## src/rtl/nird_pkg.sv

```systemverilog
package nird_pkg;

  // frame geometry
  localparam int COLS = 12;
  localparam int ROWS = 10;

  localparam int COL_W = $clog2(COLS);
  localparam int ROW_W = $clog2(ROWS);

  // pixel and window sizes
  localparam int PIX_W   = 8;
  localparam int WIN_DIM = 5;
  localparam int WIN_PIX = WIN_DIM * WIN_DIM;

  // 25 pixels of 8 bits fit in 13 bits
  localparam int SUM_W = 13;

  // descriptor
  localparam int N_SAMPLES       = 8;
  localparam int CODE_W          = 4;
  localparam int RIU2_NONUNIFORM = 9;

  // mean compare without a divider, gain * sample >= sum
  localparam int GAIN = WIN_PIX;

  // line buffer, window, sampler, pattern, riu2
  localparam int PIPE_LAT = 4;

endpackage

```

## src/rtl/line_buffer.sv

```systemverilog
`timescale 1ns/1ps

module line_buffer
  import nird_pkg::*;
(
  input  logic                          clk,
  input  logic                          rst_n,
  input  logic [PIX_W-1:0]              pix_i,
  input  logic                          pix_valid_i,
  output logic [WIN_DIM-1:0][PIX_W-1:0] col_o,
  output logic                          col_valid_o
);

  // one row of storage for each older row of the window
  logic [PIX_W-1:0] row_mem [WIN_DIM-1][COLS];
  logic [COL_W-1:0] wr_ptr;

  // column pointer shared by all lines steps only on accepted pixels
  always_ff @(posedge clk) begin
    if (!rst_n) begin
      wr_ptr      <= '0;
      col_valid_o <= 1'b0;
    end else begin
      col_valid_o <= pix_valid_i;
      if (pix_valid_i) begin
        if (wr_ptr == COL_W'(COLS - 1)) begin
          wr_ptr <= '0;
        end else begin
          wr_ptr <= wr_ptr + 1'b1;
        end
      end
    end
  end

  // each line hands its oldest pixel to the next one
  always_ff @(posedge clk) begin
    if (pix_valid_i) begin
      col_o[0]           <= pix_i;
      row_mem[0][wr_ptr] <= pix_i;
      for (int k = 1; k < WIN_DIM - 1; k++) begin
        row_mem[k][wr_ptr] <= row_mem[k-1][wr_ptr];
      end
      // same column one to four rows back
      for (int k = 0; k < WIN_DIM - 1; k++) begin
        col_o[k+1] <= row_mem[k][wr_ptr];
      end
    end
  end

endmodule

```

## src/rtl/window_5x5.sv

```systemverilog
`timescale 1ns/1ps

module window_5x5
  import nird_pkg::*;
(
  input  logic                                  clk,
  input  logic                                  rst_n,
  input  logic [WIN_DIM-1:0][PIX_W-1:0]         col_i,
  input  logic                                  col_valid_i,
  output logic [WIN_PIX-1:0][PIX_W-1:0]         win_o,
  output logic                                  win_valid_o,
  output logic                                  win_last_o
);

  // position of the pixel that arrives with col_i
  logic [COL_W-1:0] col_cnt;
  logic [ROW_W-1:0] row_cnt;
  logic             col_end;
  logic             row_end;
  logic             interior;

  assign col_end  = (col_cnt == COL_W'(COLS - 1));
  assign row_end  = (row_cnt == ROW_W'(ROWS - 1));

  // all 25 pixels inside the frame
  assign interior = (col_cnt >= COL_W'(WIN_DIM - 1)) &&
                    (row_cnt >= ROW_W'(WIN_DIM - 1));

  // raster counters
  always_ff @(posedge clk) begin
    if (!rst_n) begin
      col_cnt <= '0;
      row_cnt <= '0;
    end else if (col_valid_i) begin
      if (col_end) begin
        col_cnt <= '0;
        if (row_end) begin
          row_cnt <= '0;
        end else begin
          row_cnt <= row_cnt + 1'b1;
        end
      end else begin
        col_cnt <= col_cnt + 1'b1;
      end
    end
  end

  // flags line up with the shifted window
  always_ff @(posedge clk) begin
    if (!rst_n) begin
      win_valid_o <= 1'b0;
      win_last_o  <= 1'b0;
    end else begin
      win_valid_o <= col_valid_i && interior;
      win_last_o  <= col_valid_i && col_end && row_end;
    end
  end

  // row r counts from the top and column c from the left
  // newest column enters at the right edge with col_i[0] as the bottom row
  always_ff @(posedge clk) begin
    if (col_valid_i) begin
      for (int r = 0; r < WIN_DIM; r++) begin
        for (int c = 0; c < WIN_DIM - 1; c++) begin
          win_o[r*WIN_DIM + c] <= win_o[r*WIN_DIM + c + 1];
        end
        win_o[r*WIN_DIM + WIN_DIM - 1] <= col_i[WIN_DIM - 1 - r];
      end
    end
  end

  a_last_is_valid: assert property (
    @(posedge clk) disable iff (!rst_n)
    win_last_o |-> win_valid_o
  );

endmodule

```

## src/rtl/ring_sampler.sv

```systemverilog
`timescale 1ns/1ps

module ring_sampler
  import nird_pkg::*;
(
  input  logic                            clk,
  input  logic                            rst_n,
  input  logic [WIN_PIX-1:0][PIX_W-1:0]   win_i,
  input  logic                            win_valid_i,
  input  logic                            win_last_i,
  output logic [N_SAMPLES-1:0][PIX_W-1:0] s1_o,
  output logic [N_SAMPLES-1:0][PIX_W-1:0] s2_o,
  output logic [SUM_W-1:0]                sum_o,
  output logic                            valid_o,
  output logic                            last_o
);

  logic [N_SAMPLES-1:0][PIX_W-1:0] s1_d;
  logic [N_SAMPLES-1:0][PIX_W-1:0] s2_d;
  logic [SUM_W-1:0]                sum_d;

  // window index of row r, column c
  function automatic int idx(input int r, input int c);
    return r * WIN_DIM + c;
  endfunction

  // floor mean of a 2x2 block
  function automatic logic [PIX_W-1:0] avg4(input logic [PIX_W-1:0] a,
                                            input logic [PIX_W-1:0] b,
                                            input logic [PIX_W-1:0] c,
                                            input logic [PIX_W-1:0] d);
    logic [PIX_W+1:0] acc;
    acc = {2'b00, a} + {2'b00, b} + {2'b00, c} + {2'b00, d};
    return acc[PIX_W+1:2];
  endfunction

  // k * 45 deg counter-clockwise from the right, centre at (2,2)
  always_comb begin
    s1_d[0] = win_i[idx(2, 3)];
    s1_d[1] = win_i[idx(1, 3)];
    s1_d[2] = win_i[idx(1, 2)];
    s1_d[3] = win_i[idx(1, 1)];
    s1_d[4] = win_i[idx(2, 1)];
    s1_d[5] = win_i[idx(3, 1)];
    s1_d[6] = win_i[idx(3, 2)];
    s1_d[7] = win_i[idx(3, 3)];

    // axis samples two steps out, diagonals from the outer 2x2 blocks
    s2_d[0] = win_i[idx(2, 4)];
    s2_d[1] = avg4(win_i[idx(0, 3)], win_i[idx(0, 4)], win_i[idx(1, 3)], win_i[idx(1, 4)]);
    s2_d[2] = win_i[idx(0, 2)];
    s2_d[3] = avg4(win_i[idx(0, 0)], win_i[idx(0, 1)], win_i[idx(1, 0)], win_i[idx(1, 1)]);
    s2_d[4] = win_i[idx(2, 0)];
    s2_d[5] = avg4(win_i[idx(3, 0)], win_i[idx(3, 1)], win_i[idx(4, 0)], win_i[idx(4, 1)]);
    s2_d[6] = win_i[idx(4, 2)];
    s2_d[7] = avg4(win_i[idx(3, 3)], win_i[idx(3, 4)], win_i[idx(4, 3)], win_i[idx(4, 4)]);
  end

  // patch sum over the whole window
  always_comb begin
    sum_d = '0;
    for (int i = 0; i < WIN_PIX; i++) begin
      sum_d = sum_d + SUM_W'(win_i[i]);
    end
  end

  always_ff @(posedge clk) begin
    if (!rst_n) begin
      valid_o <= 1'b0;
      last_o  <= 1'b0;
    end else begin
      valid_o <= win_valid_i;
      last_o  <= win_last_i;
    end
  end

  // sample registers follow the window every cycle
  always_ff @(posedge clk) begin
    s1_o  <= s1_d;
    s2_o  <= s2_d;
    sum_o <= sum_d;
  end

endmodule

```

## src/rtl/riu2_map.sv

```systemverilog
`timescale 1ns/1ps

module riu2_map
  import nird_pkg::*;
(
  input  logic                 clk,
  input  logic                 rst_n,
  input  logic [N_SAMPLES-1:0] pattern_i,
  output logic [CODE_W-1:0]    code_o
);

  logic [CODE_W-1:0] n_trans;
  logic [CODE_W-1:0] n_ones;

  // transitions around the ring, bit 7 wraps back to bit 0
  always_comb begin
    n_trans = '0;
    n_ones  = '0;
    for (int k = 0; k < N_SAMPLES; k++) begin
      n_trans = n_trans + CODE_W'(pattern_i[k] ^ pattern_i[(k + 1) % N_SAMPLES]);
      n_ones  = n_ones + CODE_W'(pattern_i[k]);
    end
  end

  // uniform patterns keep their popcount
  always_ff @(posedge clk) begin
    if (!rst_n) begin
      code_o <= '0;
    end else if (n_trans <= CODE_W'(2)) begin
      code_o <= n_ones;
    end else begin
      code_o <= CODE_W'(RIU2_NONUNIFORM);
    end
  end

  a_code_range: assert property (
    @(posedge clk) disable iff (!rst_n)
    code_o <= CODE_W'(RIU2_NONUNIFORM)
  );

endmodule

```

## src/rtl/nird_code.sv

```systemverilog
`timescale 1ns/1ps

module nird_code
  import nird_pkg::*;
(
  input  logic                            clk,
  input  logic                            rst_n,
  input  logic [N_SAMPLES-1:0][PIX_W-1:0] s1_i,
  input  logic [N_SAMPLES-1:0][PIX_W-1:0] s2_i,
  input  logic [SUM_W-1:0]                sum_i,
  input  logic                            valid_i,
  input  logic                            last_i,
  output logic [CODE_W-1:0]               ni_o,
  output logic [CODE_W-1:0]               rd_o,
  output logic                            code_valid_o,
  output logic                            frame_done_o
);

  logic [N_SAMPLES-1:0] ni_pat;
  logic [N_SAMPLES-1:0] rd_pat;
  logic [N_SAMPLES-1:0] ni_pat_q;
  logic [N_SAMPLES-1:0] rd_pat_q;
  logic                 valid_q;
  logic                 last_q;

  // ni compares against the mean and rd against the inner ring
  always_comb begin
    for (int k = 0; k < N_SAMPLES; k++) begin
      ni_pat[k] = (SUM_W'(GAIN) * SUM_W'(s2_i[k])) >= sum_i;
      rd_pat[k] = s2_i[k] >= s1_i[k];
    end
  end

  always_ff @(posedge clk) begin
    ni_pat_q <= ni_pat;
    rd_pat_q <= rd_pat;
  end

  // two stages of flags to match the riu2 registers
  always_ff @(posedge clk) begin
    if (!rst_n) begin
      valid_q      <= 1'b0;
      last_q       <= 1'b0;
      code_valid_o <= 1'b0;
      frame_done_o <= 1'b0;
    end else begin
      valid_q      <= valid_i;
      last_q       <= last_i;
      code_valid_o <= valid_q;
      frame_done_o <= last_q;
    end
  end

  riu2_map ni_map_i (
    .clk       (clk),
    .rst_n     (rst_n),
    .pattern_i (ni_pat_q),
    .code_o    (ni_o)
  );

  riu2_map rd_map_i (
    .clk       (clk),
    .rst_n     (rst_n),
    .pattern_i (rd_pat_q),
    .code_o    (rd_o)
  );

  a_done_with_code: assert property (
    @(posedge clk) disable iff (!rst_n)
    frame_done_o |-> code_valid_o
  );

endmodule

```

## src/rtl/nird_r2.sv

```systemverilog
`timescale 1ns/1ps

module nird_r2
  import nird_pkg::*;
(
  input  logic              clk,
  input  logic              rst_n,
  input  logic [PIX_W-1:0]  pix_i,
  input  logic              pix_valid_i,
  output logic [CODE_W-1:0] ni_o,
  output logic [CODE_W-1:0] rd_o,
  output logic              code_valid_o,
  output logic              frame_done_o
);

  logic [WIN_DIM-1:0][PIX_W-1:0]   col;
  logic                            col_valid;
  logic [WIN_PIX-1:0][PIX_W-1:0]   win;
  logic                            win_valid;
  logic                            win_last;
  logic [N_SAMPLES-1:0][PIX_W-1:0] s1;
  logic [N_SAMPLES-1:0][PIX_W-1:0] s2;
  logic [SUM_W-1:0]                patch_sum;
  logic                            samp_valid;
  logic                            samp_last;

  line_buffer line_buffer_i (
    .clk         (clk),
    .rst_n       (rst_n),
    .pix_i       (pix_i),
    .pix_valid_i (pix_valid_i),
    .col_o       (col),
    .col_valid_o (col_valid)
  );

  window_5x5 window_i (
    .clk         (clk),
    .rst_n       (rst_n),
    .col_i       (col),
    .col_valid_i (col_valid),
    .win_o       (win),
    .win_valid_o (win_valid),
    .win_last_o  (win_last)
  );

  ring_sampler sampler_i (
    .clk         (clk),
    .rst_n       (rst_n),
    .win_i       (win),
    .win_valid_i (win_valid),
    .win_last_i  (win_last),
    .s1_o        (s1),
    .s2_o        (s2),
    .sum_o       (patch_sum),
    .valid_o     (samp_valid),
    .last_o      (samp_last)
  );

  nird_code code_i (
    .clk          (clk),
    .rst_n        (rst_n),
    .s1_i         (s1),
    .s2_i         (s2),
    .sum_i        (patch_sum),
    .valid_i      (samp_valid),
    .last_i       (samp_last),
    .ni_o         (ni_o),
    .rd_o         (rd_o),
    .code_valid_o (code_valid_o),
    .frame_done_o (frame_done_o)
  );

endmodule

```

## config.mk

```make
export PLATFORM = sky130hd
export DESIGN_NAME = nird_r2
export DESIGN_NICKNAME = d
export VERILOG_FILES = /design/src/rtl/nird_pkg.sv /design/src/rtl/line_buffer.sv /design/src/rtl/window_5x5.sv /design/src/rtl/ring_sampler.sv /design/src/rtl/riu2_map.sv /design/src/rtl/nird_code.sv /design/src/rtl/nird_r2.sv
export SDC_FILE = /design/constraint.sdc
export NUM_CORES = 1
export LEC_CHECK = 0
export ABC_AREA = 1
export ABC_CLOCK_PERIOD_IN_PS = 8350
export BUFFER_PORTS_ARGS = -buffer_cell sky130_fd_sc_hd__buf_2
export CORE_AREA = 2 2 326 328
export DETAILED_ROUTE_END_ITERATION = 6
export DIE_AREA = 0 0 328 330
export HOLD_SLACK_MARGIN = 0.1
export SETUP_SLACK_MARGIN = 0.05
export SYNTH_ARGS = -nofsm -noshare
export SYNTH_HDL_FRONTEND = slang
export SYNTH_SLANG_ARGS = --single-unit
export TNS_END_PERCENT = 1
```

## constraint.sdc

```tcl
create_clock -name clk -period 8.35 [get_ports clk]
set_clock_uncertainty 0.05 [all_clocks]
set_input_delay 1.67 -clock clk [delete_from_list [all_inputs] [get_ports clk]]
set_output_delay 1.67 -clock clk [all_outputs]
set_load 0.02 [all_outputs]
```

==> results of run 1 <==
Yosys cell counts:
| master | number |
|---|---|
| buf_6 | 2 |
| nor3_1 | 11 |
| buf_2 | 16 |
| xor2_1 | 48 |
| fa_1 | 249 |
| xnor2_1 | 33 |
| a21oi_1 | 145 |
| nand3b_1 | 16 |
| a22oi_1 | 2 |
| or2_2 | 6 |
| o21a_1 | 25 |
| buf_4 | 7 |
| clkbuf_1 | 42 |
| o21ai_1 | 19 |
| a21boi_0 | 1 |
| o21ai_0 | 230 |
| nand2_2 | 1 |
| nor3b_1 | 1 |
| inv_1 | 762 |
| nand4_1 | 51 |
| ha_1 | 504 |
| nand3_1 | 162 |
| a21o_1 | 7 |
| nand2_1 | 735 |
| nor3_2 | 1 |
| dfxtp_1 | 186 |
| nor2_1 | 446 |
| buf_1 | 7 |
| o21bai_1 | 10 |
| edfxtp_1 | 624 |
| inv_2 | 1 |
| o211ai_1 | 7 |
registers in the layout (all words and copies together) (netlist names), 4 cells and up:
| register | flops |
|---|---|
| code_i.ni_map_i.code_o | 4 |
| code_i.ni_pat_q | 8 |
| code_i.rd_map_i.code_o | 4 |
| code_i.rd_pat_q | 8 |
| line_buffer_i.col_o | 40 |
| line_buffer_i.row_mem | 384 |
| line_buffer_i.wr_ptr | 4 |
| sampler_i.s1_o | 64 |
| sampler_i.s2_o | 64 |
| sampler_i.sum_o | 13 |
| window_i.col_cnt | 4 |
| window_i.row_cnt | 4 |
| window_i.win_o | 200 |
placed cells by master (no fill, tap or decap), types with 48 or more instances in the layout:
cell and count:
nand4_1 51, a21oi_1 145, edfxtp_1 624, nand3_1 162, fa_1 249, clkbuf_16 87
xor2_1 48, nand2_1 735, nor2_1 432, o21ai_0 230, dfxtp_1 183, inv_1 761
ha_1 504
tightest hold or removal path, delay by kind of cell (launching register included):
family	cells	cell delay (ns)
buffers and inverters	1	0.04
flip-flops	1	0.30
AND/OR/NAND/NOR	1	0.04
per-stage QoR:
stage / cell area, sq um / setup slack [ns]
after floorplan: 45800 / 2.11
after CTS: 50500 / 1.69
after detailed placement: 47600 / 1.73
after global routing: 50500 / 1.23
after global placement: 47600 / 1.83
final: 50500 / 1.69
logic make-up (layout without fill, tap and decap cells):
kind of cell	after synthesis	count (layout)	synth area share
compound gates	446	446	0.0515
xor+xnor	81	81	0.0155
fa+ha+maj	753	753	0.246
buf+inv	837	970	0.0699
flops	810	810	0.490
simple gates	1430	1430	0.127
routing by layer:
metal	track usage	wire, um
met3	0.0258	4050
met2	0.325	48900
met5	0	18
met1	0.262	46900
met4	0.0558	2830
power by group through the flow:
| stage | Clock [mW] | Combinational (mW) | Sequential, mW |
|---|---|---|---|
| detailed placement | 0 | 12.5 | 5.24 |
| CTS | 3.90 | 12.6 | 5.15 |
| global placement | 0 | 12.2 | 5.23 |
| finish | 3.81 | 12.5 | 5.14 |
| floorplan | 0 | 9.90 | 5.10 |
| global route | 4.05 | 14.7 | 5.18 |
area by class of cell:
| type | instances | area, sq um |
|---|---|---|
| clock buffers | 108 | 2270 |
| clock inverters | 52 | 553 |
| fillers | 9462 | 54200 |
| inverters | 763 | 2870 |
| multi-input cells | 2710 | 20300 |
| flip-flops and latches | 810 | 22500 |
| well taps | 1391 | 1740 |
| repair buffers | 47 | 303 |
how the worst min path moves through the flow:
stage	slack (ns)	endpoint	start	cells past startpoint
2_1_floorplan	0.32	sampler_i.s1_o[3]	window_i.win_o[107]	0
3_3_place_gp	0.33	sampler_i.s2_o[3]	window_i.win_o[115]	0
3_5_place_dp	0.34	sampler_i.s2_o[3]	window_i.win_o[115]	0
4_1_cts	0.36	window_i.win_o[33]	line_buffer_i.col_o[33]	0
5_1_grt	0.37	window_i.win_o[33]	line_buffer_i.col_o[33]	0
6_report	0.35	code_i.code_valid_o	code_i.valid_q	2
==> impl_metrics.env, run 1 <==
export IMPL_clk_pin_slew_ns=0.07
export IMPL_critPathTopFamily="adder cells"
export IMPL_antenna_left=0
export IMPL_antenna_found_initial=2
export IMPL_dp_hpwl_um=71100
export IMPL_crit_path_end_kind="flip-flop"
export IMPL_synth_seq_area_share=0.490
export IMPL_hold_violations=0
export IMPL_internal_power_mw=12.1
export IMPL_grt_max_degree=83
export IMPL_hold_path_class="flip-flop to flip-flop"
export IMPL_insertedDiodeCount=0
export IMPL_critPathMaxFanout=5
export IMPL_wl_per_cell_um=17.5
export IMPL_cap_violations=0
export IMPL_r2r_cells=25
export IMPL_layout_drive_gt1_share=0.0441
export IMPL_comb_power_share=0.582
export IMPL_ir_drop_uv=1170
export IMPL_drt_total_wl_um=103000
export IMPL_yosysTopAreaCellShare=0.409
export IMPL_fp_dieArea_sq_um=108000
export IMPL_drt_iter0_markers=1846
export IMPL_grt_ovfl_total=0
export IMPL_cts_setup_buffers=0
export IMPL_cp_slowest_cell="fa_1"
export IMPL_initial_core_util=0.438
export IMPL_rsz0062_at_grt="no"
export IMPL_fin_crit_sh=0.798
export IMPL_r2r_end="sampler_i.sum_o[9]"
export IMPL_nNetsFinal=5182
export IMPL_critPathRequiredTime_ns=8.85
export IMPL_cts_tree="built"
export IMPL_vias=28895
export IMPL_p_seq_frac=0.240
export IMPL_syn_instance_count=4357
export IMPL_r2r_slack_ns=1.69
export IMPL_power_density_nw_per_um2=425
export IMPL_worstSkewPairLatency_ns=0.66
export IMPL_synth_distinct_cells=32
export IMPL_synthTopCellsByArea="edfxtp_1 41%, ha_1 14%, fa_1 11%"
export IMPL_setup_viol=0
export IMPL_ys_warnings_count=0
export IMPL_dr_pass1_iters=5
export IMPL_critical_path_max_stage_delay_ns=0.54
export IMPL_fmax_mhz=150
export IMPL_status="finished, final reports clean"
export IMPL_syn2layout_area_growth_pct=10.1
export IMPL_maxSlewHeadroom=0.336
export IMPL_ctsHoldBuffers=0
export IMPL_tns_ns=0
export IMPL_cp_endpoint="sampler_i.sum_o[9]"
export IMPL_numCtsBuffers=86
export IMPL_placed_cells=5721
export IMPL_syn_area_sq_um=45800
export IMPL_drt_vias_per_instance=4.91
export IMPL_crit_cells=25
export IMPL_clock_sinks=810
export IMPL_coreArea_sq_um=105000
export IMPL_die_w_um=328
export IMPL_p_sw_frac=0.436
export IMPL_grt_pass1_vias=27946
export IMPL_post_route_min_period_ns=6.66
export IMPL_final_util=0.482
export IMPL_synth_ff_latch_count=810
export IMPL_h_tree_depth=3
export IMPL_holdWs_ns=0.350
export IMPL_synth_area_leader_cell="edfxtp_1"
export IMPL_crit_type="flip-flop to flip-flop"
export IMPL_grtUsageTotal=0.193
export IMPL_worst_r2r_startpoint="window_i.win_o[8]"
export IMPL_p_total_mw=21.4
export IMPL_crit_buf_inv=4
export IMPL_clock_power_share=0.178
export IMPL_slew_violations=0
export IMPL_grt_pass1_wl_um=160000
export IMPL_cts_resized=0
export IMPL_mappedNetlistNets=5121
export IMPL_crit_start="window_i.win_o[8]"
export IMPL_rows=119
export IMPL_syn_mean_instance_area_sq_um=10.5
export IMPL_drc_errors=0
export IMPL_routabilityCongestion=0.849
export IMPL_cellLeakagePower_nw=22.8
export IMPL_cp_start_kind="flip-flop"
export IMPL_clk_path_buf_depth=3
export IMPL_port_buffers=20
export IMPL_finalNonFillerCells=5881
export IMPL_boundaryPins=21
export IMPL_p_sw_mw=9.34
export IMPL_die_h_um=330
export IMPL_tightest_slew_ns=0.996
export IMPL_worstPathArrival_ns=7.16
export IMPL_clockRootBuffer="clkbuf_16"
No activity file was read; power rests on OpenSTA's default activity.
==> run 2, diff against run 1 <==
Settings changed: ABC_CLOCK_PERIOD_IN_PS 8350 to 6250.
Clock period 8.35 ns to 6.25 ns, I/O delays scaled along.
==> run 2 against run 1 <==
Net effect:
- cell count rose by 0.22%
- clock-buffer cell count rose by 16
- sequential share of layout area fell by 0.22 points
- non-clock buffer count rose by 9
- sequential cell count did not move
- core utilization rose by 0.24 points
- register-to-register slack got worse by 1.4 ns
- first-iteration DRC count fell by 5.9%
- critical endpoint is now sampler_i.sum_o[11]
==> impl_metrics.env, run 2 (synthesis results as in run 1) <==
export IMPL_crit_cells=20
export IMPL_grt_max_degree=176
export IMPL_post_route_min_period_ns=5.98
export IMPL_worstPathArrival_ns=6.50
export IMPL_drc_errors=0
export IMPL_boundaryPins=21
export IMPL_critPathTopFamily="adder cells"
export IMPL_setup_viol=0
export IMPL_final_common_cell="inv_1"
export IMPL_highest_layer="met4"
export IMPL_crit_path_end_kind="flip-flop"
export IMPL_antenna_found_initial=4
export IMPL_coreArea_sq_um=105000
export IMPL_drt_vias_per_instance=4.91
export IMPL_path_common_cell="fa_1"
export IMPL_wl_met2_um=50200
export IMPL_rows=119
export IMPL_cts_tree="built"
export IMPL_regArea_sq_um=22500
export IMPL_clk_path_buf_depth=3
export IMPL_crit_buf_inv=4
export IMPL_die_h_um=330
export IMPL_critPathRequiredTime_ns=6.76
export IMPL_hold_path_class="flip-flop to flip-flop"
export IMPL_r2r_cells=20
export IMPL_crit_chain="ha_2 -> inv_1 -> fa_2 -> buf_4 -> xor2_1 -> fa_1 -> fa_1 -> fa_1 -> fa_1 -> fa_1 -> fa_1 -> fa_1 -> inv_1 -> ha_1 -> inv_1 -> fa_1 -> o21ai_2 -> nand2_1 -> nand3_1 -> nand2_1"
export IMPL_maxSlewHeadroom=0.221
export IMPL_finalNonFillerCells=5894
export IMPL_tightest_slew_ns=1.17
export IMPL_fin_ws_ns=0.267
export IMPL_m1WireLength_um=47100
export IMPL_nNetsFinal=5192
export IMPL_initial_core_util=0.438
export IMPL_regMostFlops="line_buffer_i.row_mem"
export IMPL_grt_pass1_wl_um=161000
export IMPL_grt_ovfl_total=0
export IMPL_hold_violations=0
export IMPL_hold_depth=0
export IMPL_grtUsageTotal=0.194
export IMPL_cap_violations=0
export IMPL_clockRootBuffer="clkbuf_16"
export IMPL_insertedDiodeCount=0
export IMPL_final_fill_count=9503
export IMPL_placed_cells=5728
export IMPL_rsz0062_at_grt="yes"
export IMPL_wl_per_cell_um=17.5
export IMPL_syn2layout_area_growth_pct=10.7
export IMPL_die_w_um=328
export IMPL_dr_pass1_iters=5
export IMPL_clk_pin_slew_ns=0.07
export IMPL_vias=28956
export IMPL_ctsHoldBuffers=0
export IMPL_post_place_ws_ns=-0.133
export IMPL_dp_hpwl_um=72300
export IMPL_critPathMaxFanout=3
export IMPL_grt_pass1_vias=28019
export IMPL_reg_top3="line_buffer_i.row_mem: 384 flops, window_i.win_o: 200 flops"
export IMPL_cp_slowest_cell="fa_1"
export IMPL_route_met3_wl_um=3500
export IMPL_h_tree_depth=3
export IMPL_fin_crit_sh=0.957
export IMPL_worstSkewPairLatency_ns=0.67
export IMPL_numCtsBuffers=87
export IMPL_status="finished, final reports clean"
export IMPL_fmax_mhz=167
export IMPL_clock_sinks=810
export IMPL_port_buffers=20
export IMPL_crit_type="flip-flop to flip-flop"
export IMPL_final_cell_mix="760 x inv_1, 730 x nand2_1, 624 x edfxtp_1"
export IMPL_drt_total_wl_um=103000
export IMPL_layout_drive_gt1_share=0.0506
export IMPL_antenna_left=0
export IMPL_multi_input_area_sq_um=20400
export IMPL_holdWs_ns=0.352
export IMPL_slew_violations=0
export IMPL_cp_start_kind="flip-flop"
export IMPL_critical_path_max_stage_delay_ns=0.52
export IMPL_fp_dieArea_sq_um=108000
export IMPL_drt_iter0_markers=1738
export IMPL_routabilityCongestion=0.853
export IMPL_largest_reg_flops=384
-- run 2: changes by cell type in the layout (fill, tap and decap cells not counted), sizes merged --
cell,change
buf,+9
clkinv,-7
bufinv,-2
inv,+1
clkbuf,+16
clkinvlp,-4
-- run 2: area by class of cell --
| class | instances | area share |
|---|---|---|
| Sequential cell | 810 | 0.443 |
| Multi-Input combinational cell | 2710 | 0.402 |
| Inverter | 763 | 0.0565 |
| Clock buffer | 124 | 0.0486 |
| Tap cell | 1391 | 0.0343 |
| Clock inverter | 40 | 0.00839 |
| Timing Repair Buffer | 56 | 0.00755 |
-- run 2: stage by stage --
step           cell area [sq um]  utilization  setup TNS (ns)
2_1_floorplan              45800            -               0
3_3_place_gp               47700        0.456          -0.200
4_1_cts                    50600        0.483               0
5_1_grt                    50700        0.485               0
3_5_place_dp               47700        0.456          -0.247
6_report                   50700        0.485               0
-- run 2: metal layers --
| layer | vias to the layer above | track usage |
|---|---|---|
| met5 | - | 0 |
| met4 | 0 | 0.0480 |
| met3 | 135 | 0.0216 |
| met2 | 506 | 0.331 |
| met1 | 13897 | 0.264 |
| li1 | 14418 | - |
-- run 2: timing repair --
item | 4_1_cts | 5_1_grt
resized for setup | 2 | 19
setup buffers | 0 | 2
pin swaps | 0 | 16
gates cloned | 0 | 0
setup endpoints to repair | 3 | 7
-- run 2: path summary, 6_finish.rpt --
path	slack, ns	startpoint	endpoint
worst max-delay path	0.27	window_i.win_o[0]	sampler_i.sum_o[11]
worst min-delay path	0.35	window_i.win_o[83]	sampler_i.s2_o[35]
worst max register to register	0.27	window_i.win_o[0]	sampler_i.sum_o[11]
worst min register to register	0.35	window_i.win_o[83]	sampler_i.s2_o[35]
Power of run 2 is not shown: default switching activity piles up to over one toggle a cycle in this logic, so the estimate is an artifact.
==> run 3, diff against run 2 <==
Settings changed: CORE_AREA 2 2 326 328 to 2 2 292 366, DIE_AREA 0 0 328 330 to 0 0 294 368.
==> run 3 against run 2 <==
Net effect:
- clock-buffer cell count is 16 lower
- maximum frequency is 0.69% lower
- global-route usage is 0.14 points higher
- cell area is 0.42% lower
- first-iteration DRC count is 6.6% lower
- non-clock buffer count is 12 higher
- core utilization is 0.20 points lower
- sequential cell count stayed put
- via count is 0.26% lower
- die area hardly changed
- largest cell class unchanged
==> impl_metrics.env, run 3 (synthesis results as in run 1) <==
export IMPL_routabilityCongestion=0.834
export IMPL_regArea_sq_um=22500
export IMPL_fmax_mhz=166
export IMPL_fin_crit_sh=0.964
export IMPL_clk_pin_slew_ns=0.07
export IMPL_clockRootBuffer="clkbuf_16"
export IMPL_clock_sinks=810
export IMPL_highest_layer="met4"
export IMPL_wl_per_cell_um=17.5
export IMPL_antenna_found_initial=9
export IMPL_final_cell_mix="760 x inv_1, 730 x nand2_1, 624 x edfxtp_1"
export IMPL_tightest_slew_ns=1.10
export IMPL_slew_violations=0
export IMPL_layout_drive_gt1_share=0.0525
export IMPL_hold_violations=0
export IMPL_fp_dieArea_sq_um=108000
export IMPL_cp_start_kind="flip-flop"
export IMPL_boundaryPins=21
export IMPL_crit_start="window_i.win_o[0]"
export IMPL_syn2layout_area_growth_pct=10.2
export IMPL_hold_path_class="flip-flop to flip-flop"
export IMPL_port_buffers=20
export IMPL_worstPathArrival_ns=6.52
export IMPL_path_common_cell="fa_1"
export IMPL_m1WireLength_um=42600
export IMPL_r2r_slack_ns=0.23
export IMPL_critPathMaxFanout=3
export IMPL_grt_pass1_wl_um=161000
export IMPL_regMostFlops="line_buffer_i.row_mem"
export IMPL_drt_vias_per_instance=4.94
export IMPL_initial_core_util=0.438
export IMPL_drt_iter0_markers=1623
export IMPL_rsz0062_at_grt="yes"
export IMPL_holdWs_ns=0.356
export IMPL_dr_pass1_iters=5
export IMPL_vias=28881
export IMPL_multi_input_area_sq_um=20400
export IMPL_tns_ns=0
export IMPL_wl_met2_um=51800
export IMPL_numCtsBuffers=84
export IMPL_insertedDiodeCount=0
export IMPL_post_route_min_period_ns=6.02
export IMPL_worst_r2r_startpoint="window_i.win_o[0]"
export IMPL_r2r_end="sampler_i.sum_o[10]"
export IMPL_crit_path_end_kind="flip-flop"
export IMPL_nNetsFinal=5201
export IMPL_clk_path_buf_depth=3
export IMPL_worstSkewPairLatency_ns=0.65
export IMPL_critPathRequiredTime_ns=6.74
export IMPL_coreArea_sq_um=105000
export IMPL_h_tree_depth=3
export IMPL_r2r_cells=26
export IMPL_dp_hpwl_um=73100
export IMPL_cp_endpoint="sampler_i.sum_o[10]"
export IMPL_drt_total_wl_um=103000
export IMPL_crit_cells=26
export IMPL_final_fill_count=9462
export IMPL_cts_tree="built"
export IMPL_die_w_um=294
export IMPL_crit_type="flip-flop to flip-flop"
export IMPL_grt_pass1_vias=28842
export IMPL_hold_depth=0
export IMPL_route_met3_wl_um=4090
export IMPL_final_common_cell="inv_1"
export IMPL_cap_violations=0
export IMPL_critPathTopFamily="adder cells"
export IMPL_cp_slowest_cell="fa_1"
export IMPL_grt_max_degree=85
export IMPL_setup_viol=0
export IMPL_maxSlewHeadroom=0.266
export IMPL_largest_reg_flops=384
export IMPL_grt_ovfl_total=0
export IMPL_die_h_um=368
export IMPL_status="finished, final reports clean"
export IMPL_drc_errors=0
export IMPL_rows=133
export IMPL_crit_buf_inv=5
export IMPL_grtUsageTotal=0.195
export IMPL_antenna_left=0
export IMPL_critical_path_max_stage_delay_ns=0.55
export IMPL_reg_top3="line_buffer_i.row_mem: 384 flops, window_i.win_o: 200 flops"
[run 3: cell count changes in the layout (fill, tap and decap cells not counted), moves of 2 or more]
cell,before,now
buf_4,35,48
clkbuf_8,8,5
inv_16,3,1
fa_2,2,4
clkbuf_16,90,86
clkinv_2,12,10
clkinvlp_4,0,4
clkinv_8,0,2
fa_1,247,245
clkinv_16,2,0
clkbuf_1,25,17
[run 3: layout make-up]
type	count	share of cell area
clock buffer	108	0.0452
clock inverter	40	0.00694
inverter	763	0.0568
multi-input combinational	2710	0.404
sequential	810	0.445
tap	1350	0.0334
timing repair buffer	68	0.00912
[run 3: what timing repair did]
action | CTS | global route
resized for setup | 4 | 22
buffers inserted | 0 | 1
hold buffers | 0 | 0
setup endpoints to repair | 3 | 7
pin swaps | 0 | 24
[run 3: metal layers]
| layer | global-route usage | up-vias |
|---|---|---|
| met3 | 0.0234 | 188 |
| met2 | 0.348 | 467 |
| met1 | 0.240 | 13810 |
| met4 | 0.0764 | 0 |
| li1 | - | 14416 |
| met5 | 0 | - |
[run 3: metrics by stage]
step	std cells	util	cell area, sq um	setup slack [ns]
after floorplan	4357	-	45800	0.143
after global placement	5700	0.456	47700	-0.0995
after detailed placement	5700	0.456	47700	-0.0529
after global routing	5849	0.483	50500	-0.0605
after CTS	5848	0.481	50400	0.0717
final	5849	0.483	50500	0.225
[run 3: worst min path at each step]
| stage | startpoint | to | slack, ns |
|---|---|---|---|
| 5_1_grt | window_i.win_o[115] | sampler_i.s2_o[3] | 0.36 |
| 6_report | window_i.win_o[115] | sampler_i.s2_o[3] | 0.36 |
| 3_3_place_gp | window_i.win_o[115] | sampler_i.s2_o[3] | 0.33 |
| 4_1_cts | window_i.win_o[115] | sampler_i.s2_o[3] | 0.35 |
| 2_1_floorplan | window_i.win_o[107] | sampler_i.s1_o[3] | 0.32 |
| 3_5_place_dp | window_i.win_o[115] | sampler_i.s2_o[3] | 0.33 |
Power of run 3 is left out for the same reason.
